`src/include/pwr_consts.svh`:
```
`ifndef PWR_CONSTS_SVH
`define PWR_CONSTS_SVH

// ==========================================================================
// Sizes
// ==========================================================================
`define PWR_NUM_DOMAINS 3  // 0.6 V, 0.8 V, 1.0 V
`define PWR_CODE_W      8

// Thermal thresholds, degrees C
`define PWR_THERM_ALARM_C 85
`define PWR_THERM_WARN_C  75
`define PWR_THERM_EMERG_C 95

// Performance trend thresholds
`define PWR_TREND_STANDBY_LO 50
`define PWR_TREND_ADAPT_LO   25
`define PWR_TREND_WAKE       75
`define PWR_TREND_BOOST      90

`define PWR_XFER_CYCLES  4  // Cycles in the transition state
`define PWR_ADAPT_WINDOW 8  // Adaptive clamp around the active voltage

// ==========================================================================
// Per-state codes, packed as {1.0 V, 0.8 V, 0.6 V}
// ==========================================================================
`define PWR_RST_V {8'hA0, 8'h80, 8'h60}
`define PWR_RST_F {8'hFF, 8'h80, 8'h40}
`define PWR_ACT_V {8'hA0, 8'h80, 8'h60}
`define PWR_ACT_F {8'hFF, 8'hC0, 8'h80}
`define PWR_SBY_V {8'h98, 8'h78, 8'h58}
`define PWR_SBY_F {8'hC0, 8'h80, 8'h60}
`define PWR_LOW_V {8'h90, 8'h70, 8'h50}
`define PWR_LOW_F {8'h80, 8'h60, 8'h40}
`define PWR_THR_V {8'h88, 8'h68, 8'h48}  // Minimum safe voltages
`define PWR_THR_F {8'h70, 8'h50, 8'h30}

`endif

```
`src/design/pwr_pkg.sv`:
```
`default_nettype none

`include "pwr_consts.svh"

package pwr_pkg;

    // ======================================================================
    // Link and L0 micro-state encodings
    // ======================================================================

    typedef enum logic [1:0] {
        L0 = 2'd0,
        L1 = 2'd1,
        L2 = 2'd2,
        L3 = 2'd3
    } link_state_t;

    typedef enum logic [2:0] {
        ACTIVE    = 3'd0,
        STANDBY   = 3'd1,
        LOW_POWER = 3'd2,
        THROTTLED = 3'd3,
        ADAPTIVE  = 3'd4
    } micro_state_t;

    // One voltage or frequency code for a single domain
    typedef logic [`PWR_CODE_W-1:0] vf_code_t;

endpackage

`default_nettype wire

```
`src/design/sensor_frontend.sv`:
```
`timescale 1ns/1ns
`default_nettype none

`include "pwr_consts.svh"

module sensor_frontend (
    input  logic                        clk,
    input  logic                        rst_n,
    input  logic [`PWR_NUM_DOMAINS-1:0] domain_en,
    input  logic [7:0]                  die_temperature,
    input  logic [15:0]                 performance_metrics,
    output logic [`PWR_NUM_DOMAINS-1:0] domain_ready,
    output logic                        therm_alarm,
    output logic                        therm_warn,
    output logic [15:0]                 perf_filtered,
    output logic [7:0]                  perf_trend
);

    logic [`PWR_NUM_DOMAINS-1:0] en_q;
    logic [17:0]                 filt_sum;

    // Domain enables, ready one cycle after the registered enable
    always_ff @(posedge clk or negedge rst_n) begin
        if (!rst_n) begin
            en_q         <= '0;
            domain_ready <= '0;
        end else begin
            en_q         <= domain_en;
            domain_ready <= en_q & domain_en;  // Drop follows a disable directly
        end
    end

    // Thermal flags
    always_ff @(posedge clk or negedge rst_n) begin
        if (!rst_n) begin
            therm_alarm <= 1'b0;
            therm_warn  <= 1'b0;
        end else begin
            therm_alarm <= (die_temperature > 8'(`PWR_THERM_ALARM_C));
            therm_warn  <= (die_temperature > 8'(`PWR_THERM_WARN_C));
        end
    end

    // IIR, 3/4 old plus 1/4 new
    assign filt_sum = 18'(perf_filtered) * 18'd3 + 18'(performance_metrics);

    always_ff @(posedge clk or negedge rst_n) begin
        if (!rst_n) begin
            perf_filtered <= '0;
            perf_trend    <= '0;
        end else begin
            perf_filtered <= filt_sum[17:2];
            perf_trend    <= perf_filtered[15:8];  // Upper byte is the trend
        end
    end

    // Warning threshold sits below the alarm threshold
    a_alarm_has_warn: assert property (@(posedge clk) disable iff (!rst_n)
        therm_alarm |-> therm_warn);

endmodule

`default_nettype wire

```
`src/design/power_state_fsm.sv`:
```
`timescale 1ns/1ns
`default_nettype none

`include "pwr_consts.svh"

module power_state_fsm (
    input  logic                        clk,
    input  logic                        rst_n,
    input  logic [`PWR_NUM_DOMAINS-1:0] domain_en,
    input  logic [`PWR_NUM_DOMAINS-1:0] domain_ready,
    input  logic                        therm_alarm,
    input  logic [7:0]                  die_temperature,
    input  logic [7:0]                  perf_trend,
    input  logic                        over_budget,
    input  logic                        transition_req,
    input  pwr_pkg::link_state_t        transition_target,
    output logic                        transition_ack,
    output pwr_pkg::link_state_t        link_state,
    output pwr_pkg::micro_state_t       micro_state,
    output logic                        in_l0
);

    import pwr_pkg::*;

    localparam int CNT_W = $clog2(`PWR_XFER_CYCLES) + 1;

    typedef enum logic [3:0] {
        S_RESET, S_INIT,
        S_ACTIVE, S_STANDBY, S_LOW_POWER, S_THROTTLED, S_ADAPTIVE,
        S_XFER, S_L1, S_L2, S_L3
    } fsm_state_t;

    fsm_state_t       state, next_state;
    link_state_t      link_q;
    link_state_t      xfer_target;
    logic [CNT_W-1:0] xfer_cnt;
    logic             xfer_done;
    logic             req_away;  // Request to leave the current link state

    function automatic link_state_t link_of(fsm_state_t s, link_state_t hold);
        case (s)
            S_L1:    return L1;
            S_L2:    return L2;
            S_L3:    return L3;
            S_XFER:  return hold;
            default: return L0;
        endcase
    endfunction

    assign xfer_done = (xfer_cnt == CNT_W'(`PWR_XFER_CYCLES - 1));
    assign req_away  = transition_req && (transition_target != link_q);

    // ======================================================================
    // Next state
    // ======================================================================
    always_comb begin
        next_state = state;
        case (state)
            S_RESET: next_state = S_INIT;
            S_INIT: if (domain_ready == domain_en) next_state = S_ACTIVE;
            S_ACTIVE: begin
                if (req_away)         next_state = S_XFER;
                else if (therm_alarm) next_state = S_THROTTLED;
                else if (over_budget) next_state = S_LOW_POWER;
                else if (transition_req) begin
                    // L0 request picks a micro-state from the trend
                    if (perf_trend < 8'(`PWR_TREND_STANDBY_LO)) next_state = S_STANDBY;
                    else                                          next_state = S_ADAPTIVE;
                end
            end
            S_STANDBY: begin
                if (perf_trend > 8'(`PWR_TREND_WAKE)) next_state = S_ACTIVE;
                else if (therm_alarm)                 next_state = S_THROTTLED;
                else if (req_away)                    next_state = S_XFER;
            end
            S_LOW_POWER: begin
                if (!over_budget && !therm_alarm) next_state = S_STANDBY;
                else if (req_away)                next_state = S_XFER;
            end
            S_THROTTLED: begin
                if (!therm_alarm) next_state = S_STANDBY;
                else if (die_temperature > 8'(`PWR_THERM_EMERG_C)) next_state = S_L1;
            end
            S_ADAPTIVE: begin
                if (therm_alarm)                           next_state = S_THROTTLED;
                else if (over_budget)                      next_state = S_LOW_POWER;
                else if (perf_trend < 8'(`PWR_TREND_ADAPT_LO)) next_state = S_STANDBY;
                else if (req_away)                         next_state = S_XFER;
            end
            S_XFER: begin
                if (xfer_done) begin
                    case (xfer_target)
                        L1:      next_state = S_L1;
                        L2:      next_state = S_L2;
                        L3:      next_state = S_L3;
                        default: next_state = S_ACTIVE;
                    endcase
                end
            end
            S_L1, S_L2, S_L3: if (req_away) next_state = S_XFER;
            default: next_state = S_RESET;
        endcase
    end

    always_ff @(posedge clk or negedge rst_n) begin
        if (!rst_n) begin
            state    <= S_RESET;
            link_q   <= L0;
            xfer_cnt <= '0;
        end else begin
            state  <= next_state;
            link_q <= link_of(next_state, link_q);  // Target shows as XFER ends
            if (state == S_XFER && !xfer_done) xfer_cnt <= xfer_cnt + 1'b1;
            else                               xfer_cnt <= '0;
        end
    end

    // Target captured on acceptance
    always_ff @(posedge clk) begin
        if (next_state == S_XFER && state != S_XFER) xfer_target <= transition_target;
    end

    // ======================================================================
    // Outputs
    // ======================================================================
    always_comb begin
        in_l0 = 1'b1;
        case (state)
            S_STANDBY:   micro_state = STANDBY;
            S_LOW_POWER: micro_state = LOW_POWER;
            S_THROTTLED: micro_state = THROTTLED;
            S_ADAPTIVE:  micro_state = ADAPTIVE;
            S_ACTIVE:    micro_state = ACTIVE;
            default: begin
                micro_state = ACTIVE;
                in_l0       = 1'b0;
            end
        endcase
    end

    assign link_state     = link_q;
    assign transition_ack = !(state inside {S_RESET, S_INIT, S_XFER});

    a_ack_low_len: assert property (@(posedge clk) disable iff (!rst_n)
        $fell(transition_ack) |->
            !transition_ack [*`PWR_XFER_CYCLES] ##1 (transition_ack && link_q == xfer_target));

    // Micro-states only run while the registered link state reads L0
    a_l0_link: assert property (@(posedge clk) disable iff (!rst_n)
        in_l0 |-> link_q == L0);

endmodule

`default_nettype wire

```
`src/design/avfs_controller.sv`:
```
`timescale 1ns/1ns
`default_nettype none

`include "pwr_consts.svh"

module avfs_controller (
    input  logic                                        clk,
    input  logic                                        rst_n,
    input  pwr_pkg::micro_state_t                       micro_state,
    input  logic                                        in_l0,
    input  logic                                        therm_warn,
    input  logic [7:0]                                  perf_trend,
    output pwr_pkg::vf_code_t [`PWR_NUM_DOMAINS-1:0]    voltage,
    output pwr_pkg::vf_code_t [`PWR_NUM_DOMAINS-1:0]    freq
);

    import pwr_pkg::*;

    localparam int N = `PWR_NUM_DOMAINS;
    localparam vf_code_t        WIN   = vf_code_t'(`PWR_ADAPT_WINDOW);
    localparam vf_code_t [N-1:0] ACT_V = `PWR_ACT_V;
    localparam vf_code_t [N-1:0] THR_V = `PWR_THR_V;

    vf_code_t [N-1:0] tgt_v;
    vf_code_t [N-1:0] tgt_f;

    // ======================================================================
    // Targets per micro-state, held outside L0
    // ======================================================================
    always_ff @(posedge clk or negedge rst_n) begin
        if (!rst_n) begin
            tgt_v <= `PWR_RST_V;
            tgt_f <= `PWR_RST_F;
        end else if (in_l0) begin
            case (micro_state)
                STANDBY: begin
                    tgt_v <= `PWR_SBY_V;
                    tgt_f <= `PWR_SBY_F;
                end
                LOW_POWER: begin
                    tgt_v <= `PWR_LOW_V;
                    tgt_f <= `PWR_LOW_F;
                end
                THROTTLED: begin
                    tgt_v <= `PWR_THR_V;
                    tgt_f <= `PWR_THR_F;
                end
                ADAPTIVE: begin
                    tgt_f <= `PWR_ACT_F;
                    for (int d = 0; d < N; d++) begin
                        // Warning wins over boost, both clamped to the window
                        if (therm_warn) begin
                            if (tgt_v[d] > ACT_V[d] - WIN) tgt_v[d] <= tgt_v[d] - 1'b1;
                        end else if (perf_trend > 8'(`PWR_TREND_BOOST)) begin
                            if (tgt_v[d] < ACT_V[d] + WIN) tgt_v[d] <= tgt_v[d] + 1'b1;
                        end
                    end
                end
                default: begin
                    tgt_v <= `PWR_ACT_V;
                    tgt_f <= `PWR_ACT_F;
                end
            endcase
        end
    end

    // Slew limit, one step per cycle
    always_ff @(posedge clk or negedge rst_n) begin
        if (!rst_n) begin
            voltage <= `PWR_RST_V;
            freq    <= `PWR_RST_F;
        end else begin
            for (int d = 0; d < N; d++) begin
                if (voltage[d] < tgt_v[d])      voltage[d] <= voltage[d] + 1'b1;
                else if (voltage[d] > tgt_v[d]) voltage[d] <= voltage[d] - 1'b1;

                if (freq[d] < tgt_f[d])      freq[d] <= freq[d] + 1'b1;
                else if (freq[d] > tgt_f[d]) freq[d] <= freq[d] - 1'b1;
            end
        end
    end

    // Rail stays inside the table span widened by the adaptive window
    for (genvar d = 0; d < N; d++) begin : g_range
        a_volt_range: assert property (@(posedge clk) disable iff (!rst_n)
            (voltage[d] >= THR_V[d] - WIN) && (voltage[d] <= ACT_V[d] + WIN));
    end

endmodule

`default_nettype wire

```
`src/design/power_estimator.sv`:
```
`timescale 1ns/1ns
`default_nettype none

`include "pwr_consts.svh"

module power_estimator (
    input  logic                                        clk,
    input  logic                                        rst_n,
    input  pwr_pkg::vf_code_t [`PWR_NUM_DOMAINS-1:0]    voltage,
    input  pwr_pkg::vf_code_t [`PWR_NUM_DOMAINS-1:0]    freq,
    input  logic [15:0]                                 power_budget_mw,
    output logic [15:0]                                 power_mw,
    output logic                                        over_budget
);

    logic [15:0] prod;
    logic [15:0] est_sum;

    // V*F per domain, weighted by shifts of 6, 5 and 4
    always_comb begin
        est_sum = '0;
        prod    = '0;
        for (int d = 0; d < `PWR_NUM_DOMAINS; d++) begin
            prod    = 16'(voltage[d]) * 16'(freq[d]);
            est_sum = est_sum + (prod >> (6 - d));
        end
    end

    always_ff @(posedge clk or negedge rst_n) begin
        if (!rst_n) begin
            power_mw    <= '0;
            over_budget <= 1'b0;
        end else begin
            power_mw    <= est_sum;
            over_budget <= (power_mw > power_budget_mw);  // One cycle behind
        end
    end

endmodule

`default_nettype wire

```
`src/design/power_manager_top.sv`:
```
`timescale 1ns/1ns
`default_nettype none

`include "pwr_consts.svh"

module power_manager_top (
    input  logic                                        clk,
    input  logic                                        rst_n,
    input  logic [`PWR_NUM_DOMAINS-1:0]                 domain_en,
    input  logic [7:0]                                  die_temperature,
    input  logic [15:0]                                 performance_metrics,
    input  logic [15:0]                                 power_budget_mw,
    input  logic                                        transition_req,
    input  pwr_pkg::link_state_t                        transition_target,
    output logic                                        transition_ack,
    output logic [`PWR_NUM_DOMAINS-1:0]                 domain_status,
    output pwr_pkg::link_state_t                        link_state,
    output pwr_pkg::micro_state_t                       micro_power_state,
    output logic                                        thermal_throttle,
    output logic [15:0]                                 system_performance,
    output pwr_pkg::vf_code_t [`PWR_NUM_DOMAINS-1:0]    domain_voltage,
    output pwr_pkg::vf_code_t [`PWR_NUM_DOMAINS-1:0]    domain_freq,
    output logic [15:0]                                 power_consumption_mw,
    output logic                                        power_budget_alarm
);

    logic       therm_warn;
    logic [7:0] perf_trend;
    logic       in_l0;

    // ======================================================================
    // Input side
    // ======================================================================
    sensor_frontend u_sensor (
        .clk                 (clk),
        .rst_n               (rst_n),
        .domain_en           (domain_en),
        .die_temperature     (die_temperature),
        .performance_metrics (performance_metrics),
        .domain_ready        (domain_status),
        .therm_alarm         (thermal_throttle),
        .therm_warn          (therm_warn),
        .perf_filtered       (system_performance),
        .perf_trend          (perf_trend)
    );

    power_state_fsm u_fsm (
        .clk               (clk),
        .rst_n             (rst_n),
        .domain_en         (domain_en),
        .domain_ready      (domain_status),
        .therm_alarm       (thermal_throttle),
        .die_temperature   (die_temperature),
        .perf_trend        (perf_trend),
        .over_budget       (power_budget_alarm),  // Estimator feeds back
        .transition_req    (transition_req),
        .transition_target (transition_target),
        .transition_ack    (transition_ack),
        .link_state        (link_state),
        .micro_state       (micro_power_state),
        .in_l0             (in_l0)
    );

    // Output side
    avfs_controller u_avfs (
        .clk         (clk),
        .rst_n       (rst_n),
        .micro_state (micro_power_state),
        .in_l0       (in_l0),
        .therm_warn  (therm_warn),
        .perf_trend  (perf_trend),
        .voltage     (domain_voltage),
        .freq        (domain_freq)
    );

    power_estimator u_est (
        .clk             (clk),
        .rst_n           (rst_n),
        .voltage         (domain_voltage),
        .freq            (domain_freq),
        .power_budget_mw (power_budget_mw),
        .power_mw        (power_consumption_mw),
        .over_budget     (power_budget_alarm)
    );

endmodule

`default_nettype wire

```
`config.mk`:
```
export PLATFORM = sky130hd
export DESIGN_NAME = power_manager_top
export DESIGN_NICKNAME = d
export VERILOG_FILES = /design/src/design/pwr_pkg.sv /design/src/design/sensor_frontend.sv /design/src/design/power_state_fsm.sv /design/src/design/avfs_controller.sv /design/src/design/power_estimator.sv /design/src/design/power_manager_top.sv
export VERILOG_INCLUDE_DIRS = /design/src /design/src/include
export SDC_FILE = /design/constraint.sdc
export NUM_CORES = 1
export LEC_CHECK = 0
export BUFFER_PORTS_ARGS = -buffer_cell sky130_fd_sc_hd__buf_2
export CORE_MARGIN = 4
export CORE_UTILIZATION = 39
export CTS_CLUSTER_SIZE = 12
export DETAILED_ROUTE_END_ITERATION = 7
export GPL_TIMING_DRIVEN = 1
export HOLD_SLACK_MARGIN = 0.02
export PLACE_DENSITY = 0.55
export SYNTH_ARGS = -nofsm -noshare
export SYNTH_HDL_FRONTEND = slang
export SYNTH_SLANG_ARGS = --single-unit
```
`constraint.sdc`:
```
create_clock -name clk -period 6.6 [get_ports clk]
set_input_delay 0 -clock clk [delete_from_list [all_inputs] [get_ports clk]]
set_output_delay 0 -clock clk [all_outputs]
set_load 0.005 [all_outputs]
```
Yosys cells after proc, flatten, opt, wreduce, memory -nomap -nowiden
Index checks and enable logic that the tools add are counted.
Storage, ports and cells
  register bits: 156
  input bits: 48
  output and inout port bits: 91
  logic and storage cells: 178
Operators by class
  add/subtract/negate cells: 22
  $mul: 4
  magnitude comparators: 26
  eq/ne operators: 32
  multiplexer cells: 48
  bitwise gates (word level): 1
  reductions and logical operators: 21
Operator list (number)
  8-bit two-way mux: 24
  24-bit case mux with 4 select lines: 1
  8-bit by 1-bit adder with 8-bit output, second input constant: 9
  24-bit case mux with 3 select lines: 1
  8-bit by 1-bit subtractor with 8-bit output, second input constant: 9
  4-bit two-way mux: 15
  8-bit by 7-bit greater-than comparator with 1-bit output, second input constant: 7
  8-bit greater-than comparator: 6
  8-bit < comparator: 6
  8-bit by 8-bit multiplier with 16-bit output: 3
  4-bit case mux with 9 select lines: 1
  4-bit == test, second input constant: 6
  3-bit by 2-bit != test with 1-bit output, second input constant: 7
  4-bit by 3-bit == test with 1-bit output, second input constant: 5
  18-bit by 16-bit adder with 18-bit output: 1
  16-bit by 2-bit multiplier with 18-bit output, second input constant: 1
  16-bit by 12-bit adder with 16-bit output: 1
  16-bit greater-than comparator: 1
  8-bit < comparator, second input constant: 2
  10-bit by 11-bit adder with 12-bit output: 1
  3-bit case mux with 4 select lines: 1
  4-bit case mux with 3 select lines: 1
  4-bit AND reduction: 3
  2-bit nonzero test: 6
  other kinds (25): 36

Longest topological paths before layout
  depth after elaboration: 9
  mapped depth: 30
  depth with buffers taken out: 29

Cells and area by module
A second synthesis with hierarchy kept.
Second synthesis, totals
  cells, all modules: 1854
  area, all modules: 16872.4 um^2
By module, submodules not included
  power_estimator: instances 1, cells each 834, area an instance 7302.0 um^2, sequential area each 350.3 um^2
  avfs_controller: instances 1, cells each 723, area an instance 6551.3 um^2, sequential area each 2109.5 um^2
  sensor_frontend: instances 1, cells each 174, area an instance 1983.2 um^2, sequential area each 800.8 um^2
  power_state_fsm: instances 1, cells each 123, area an instance 1036.0 um^2, sequential area each 285.3 um^2

Least setup slack after synthesis
No wires, ideal clock.
  path kind: register -> register
  from: register u_avfs.freq[7] (netlist name)
  to: register u_est.power_mw[10]
  library setup time: 0.080 ns
  arrival: 6.286 ns
  data required time: 6.520 ns
  setup slack: 0.234 ns
  cell stages (with the launch flop): 30
  buffers on the path: 1
  period minus slack after synthesis: 6.366 ns
  cells stage by stage: dfrtp_1 > clkbuf_1 > nand2_1 > fa_1 > fa_1 > inv_1 > fa_1 > inv_1 > fa_1 > inv_1 > ha_1 > a21o_1 > a21o_1 > a21oi_1 > nand2_1 > and2_1 > o21ai_0 > a21boi_0 > ha_1 > or2_2 > o31ai_1 > a21oi_1 > nor2_1 > nor2_1 > ha_1 > or3_1 > o21ai_0 > a21oi_1 > a311oi_1 > xnor2_1
On the way
  longest elaborated chain between the ends: 3
Ends and longest elaborated chain
  start, declared: RTL line avfs_controller.sv:14  | output pwr_pkg::vf_code_t [`PWR_NUM_DOMAINS-1:0] freq
  start signal, assigned: RTL line avfs_controller.sv:71  | freq <= `PWR_RST_F;
  8-bit by 8-bit multiplier with 16-bit output: RTL line power_estimator.sv:24  | prod = 16'(voltage[d]) * 16'(freq[d]);
  10-bit by 11-bit adder with 12-bit output: RTL line power_estimator.sv:25  | est_sum = est_sum + (prod >> (6 - d));
  16-bit by 12-bit adder with 16-bit output: RTL line power_estimator.sv:25
  named net u_est.est_sum[10]: RTL line power_estimator.sv:17  | logic [15:0] est_sum;
  end signal, assigned: RTL line power_estimator.sv:34  | power_mw <= est_sum;
  end, declared: RTL line power_estimator.sv:12  | output logic [15:0] power_mw,
The timed path passes the listed nets, and every way through them passes these cells.
A chain may end at the register's enable or synchronous reset.

Worst setup path after layout
  from: register u_avfs.freq[15] (netlist name)
  to: register u_est.power_mw[10]
Same word-level chain as after synthesis.

==> results.py <==
metrics = {
    "finish": {
        "drive_above_1_share_pct": 16.4,
        "antenna_cells": 0,
        "final_nets": 2405,
        "mostFrequentLayoutCells": "ha_1, inv_1, and2_1",
        "final_common_cell": "ha_1",
        "fill_cells": 4077,
        "syn_to_final_growth_pct": 14.1,
        "final_area_sq_um": 19100,
    },
    "critical_path": {
        "crit_arrival_ns": 6.73,
        "r2r-end": "u_est.power_mw[10]",
        "rrSetupSlack_ns": 0.23,
        "slowest_delay_ns": 0.56,
        "critPathTopFamily": "adder cells",
        "crit_path_max_fanout": 5,
        "crit_path_frequent_cell": "fa_1",
        "regToRegStartpoint": "u_avfs.freq[15]",
        "cp-start-kind": "flop",
        "path_cells": "nand2_1, fa_1, fa_1, inv_1, fa_1, inv_1, fa_1, inv_1, ha_1, a21oi_1, nor2b_1, a41o_1, o22ai_4, o21ba_2, o21bai_1, xor2_1, ha_2, buf_12, a41o_1, a31oi_1, ha_1, and2_4, a311oi_2, xnor2_1",
        "critPathKind": "reg2reg",
        "critPathSlowestCell": "fa_1",
        "path_buf_inv": 4,
        "end_kind": "flop",
        "reg2reg_depth": 24,
        "cp.required_ns": 6.96,
    },
    "logic_synthesis": {
        "synth_area_leaders": "ha_1, dfrtp_1, fa_1",
        "synth_top_area_share_pct": 18.4,
        "avgSynthCellArea_sq_um": 9.32,
        "synth_seq_area_share_pct": 21.2,
        "syn_area_sq_um": 16800,
        "synth_top_cell_by_area": "ha_1",
        "synth_warnings": 0,
        "ys_ff_latch": 140,
        "synth_cells": 1799,
        "synth_edf_count": 2,
        "async_flop_share_pct": 98.6,
        "synth_flop_cell": "dfrtp_1",
        "ys_types": 80,
    },
    "die": {
        "die_w_um": 215,
        "num_rows": 75,
        "core_sq_um": 42200,
        "io_pins": 139,
        "dieArea_sq_um": 46400,
        "start_util_pct": 39.7,
        "die_h_um": 215,
    },
    "hold_path": {
        "hold_path_depth": 5,
        "min_to": "u_sensor.perf_filtered[15]",
        "holdCritStartpoint": "performance_metrics[15]",
        "hp-class": "in2reg",
    },
    "drt": {
        "postRouteAntennaNets": 0,
        "drt_iter0_drc": 537,
        "wirelength_mm": 39.3,
        "via_per_inst": 5.10,
        "num_vias": 12900,
        "drc": 0,
        "drt_first_pass_iters": 4,
        "post_drt_wl_per_cell_um": 15.6,
    },
    "clocking": {
        "h-tree-depth": 4,
        "insertion_delay_ns": 0.45,
        "cts_tree": "done",
        "clock-sinks": 140,
        "cts_buffer_depth": 2,
        "cts_buffers": 17,
        "clk_pin_slew_ns": 0.07,
        "root_buffer": "clkbuf_16",
    },
    "timing": {
        "skew_ns": 0.00919,
        "min_period_over_period_pct": 96.5,
        "relSlewSlack_pct": 40.7,
        "setup_violations": 0,
        "drv_slew": 0,
        "fmax_ghz": 0.157,
        "tightest_slew_ns": 0.883,
        "hold_viol": 0,
        "period_minus_slack_ns": 6.37,
    },
    "place": {
        "gp_congestion": 0.853,
        "placed_area_sq_um": 18200,
        "hpwlAfterDp_mm": 31.6,
        "port_buffers": 134,
    },
    "global_routing": {
        "grt_overflow_total": 0,
        "antenna_found_initial": 0,
        "grt_max_degree": 80,
        "grt_usage_pct": 17.3,
        "grt_pass1_wl_mm": 66.4,
        "grt_pass1_vias": 13100,
    },
    "run": {
        "max_cap_violations": 0,
    },
    "outcome": {
        "outcome": "finished clean",
    },
}
kinds of logic after synthesis:
group / after synthesis / share of synthesized area [%]
AND/OR/NAND/NOR: 492 / 15.5
AO/OA/AOI/OAI: 350 / 13.8
flip-flops: 140 / 21.2
XOR/XNOR: 116 / 6.06
buffers and inverters: 282 / 6.65
adder cells (fa/ha/maj): 380 / 34.3
multiplexers: 38 / 2.49
other: 1 / 0.0224
worst reg2reg max path, stage by stage, from the launching register on:
cell and delay (ns):
dfstp_2 0.54, nand2_1 0.07, fa_1 0.51, fa_1 0.56, inv_1 0.06, fa_1 0.52, inv_1 0.05, fa_1 0.52
inv_1 0.04, ha_1 0.33, a21oi_1 0.16, nor2b_1 0.06, a41o_1 0.26, o22ai_4 0.23, o21ba_2 0.17, o21bai_1 0.07
xor2_1 0.29, ha_2 0.36, buf_12 0.13, a41o_1 0.23, a31oi_1 0.16, ha_1 0.32, and2_4 0.20, a311oi_2 0.27
xnor2_1 0.16
sequential cells by signal (all words and copies together) (netlist names):
register and cells:
u_est.over_budget 1, u_est.power_mw 13, u_sensor.en_q 3, u_fsm.xfer_target 2, u_avfs.tgt_f 11, u_avfs.freq 24, u_sensor.perf_filtered 16, u_fsm.state 4
u_sensor.domain_ready 3, u_avfs.tgt_v 24, u_sensor.therm_warn 1, u_fsm.xfer_cnt 3, u_avfs.voltage 24, u_sensor.perf_trend 8, u_fsm.link_state 2, u_sensor.therm_alarm 1
routing by layer:
layer / global-route usage [%] / routed length, um / vias up
li1: - / - / 6424
met1: 24.1 / 19400 / 6352
met2: 28.9 / 18800 / 106
met3: 1.95 / 622 / 28
met4: 4.12 / 503 / 0
met5: 0 / 0 / -
how the worst max path moves through the flow:
stage | from | end | slack, ns | cells past startpoint
3_3_place_gp | u_avfs.freq[6] | u_est.power_mw[10] | 0.11 | 28
5_1_grt | u_avfs.freq[4] | u_est.power_mw[10] | -0.09 | 26
3_5_place_dp | u_avfs.freq[6] | u_est.power_mw[10] | -0.03 | 28
6_report | u_avfs.freq[15] | u_est.power_mw[10] | 0.23 | 24
4_1_cts | u_avfs.freq[4] | u_est.power_mw[10] | 0.02 | 28
2_1_floorplan | u_avfs.freq[7] | u_est.power_mw[10] | 0.23 | 29
stage by stage:
stage	hold WS [ns]	worst slack, ns	TNS, ns	util (%)	instances
after floorplan	-0.296	0.234	0	-	1801
after global placement	0.114	0.106	0	43.2	2476
after detailed placement	0.104	-0.0323	-0.0323	43.2	2476
after CTS	0.0372	0.0161	0	44.9	2521
after global routing	0.0992	-0.0868	-0.0868	45.3	2529
final	0.0652	0.229	0	45.3	2529
cells in the mapped netlist, types with 4 or more instances:
cell and n:
a211oi_1 4, ha_1 247, and3_1 6, inv_1 238, or2_2 4, nand2_1 97
o41ai_1 4, o21bai_1 24, nor2b_1 32, dfrtp_1 112, buf_4 6, mux2_2 25
dfstp_2 26, fa_1 133, a21o_1 45, a21boi_0 4, o31ai_1 5, o21a_1 24
clkbuf_1 14, mux2i_1 12, o22ai_1 5, xor2_1 35, a31oi_1 13, buf_2 19
nand2b_1 20, o21ai_0 71, or3_1 8, xnor2_1 81, and2_1 138, o41a_1 5
nand3_1 25, nor3_1 38, nand4_1 17, nor2_1 89, a41o_1 5, a21oi_1 100
what timing repair did:
action / 4_1_cts / 5_1_grt
resized for setup: 2 / 42
hold buffers: 13 / 0
hold endpoints to repair: 77 / 0
pin swaps: 2 / 20
setup endpoints to repair: 1 / 5
setup buffers: 0 / 8
cell type report:
type	instances	area (sq um)	area share, %
multi-input cells	1379	12200	63.9
repair buffers	199	1210	6.32
clock inverters	14	128	0.667
flip-flops and latches	140	3550	18.6
inverters	240	903	4.72
clock buffers	18	439	2.30
well taps	539	674	3.52
Power is left out: the tool's default activity adds up to more than one toggle a clock period on the data nets, which glitch-free logic cannot reach.
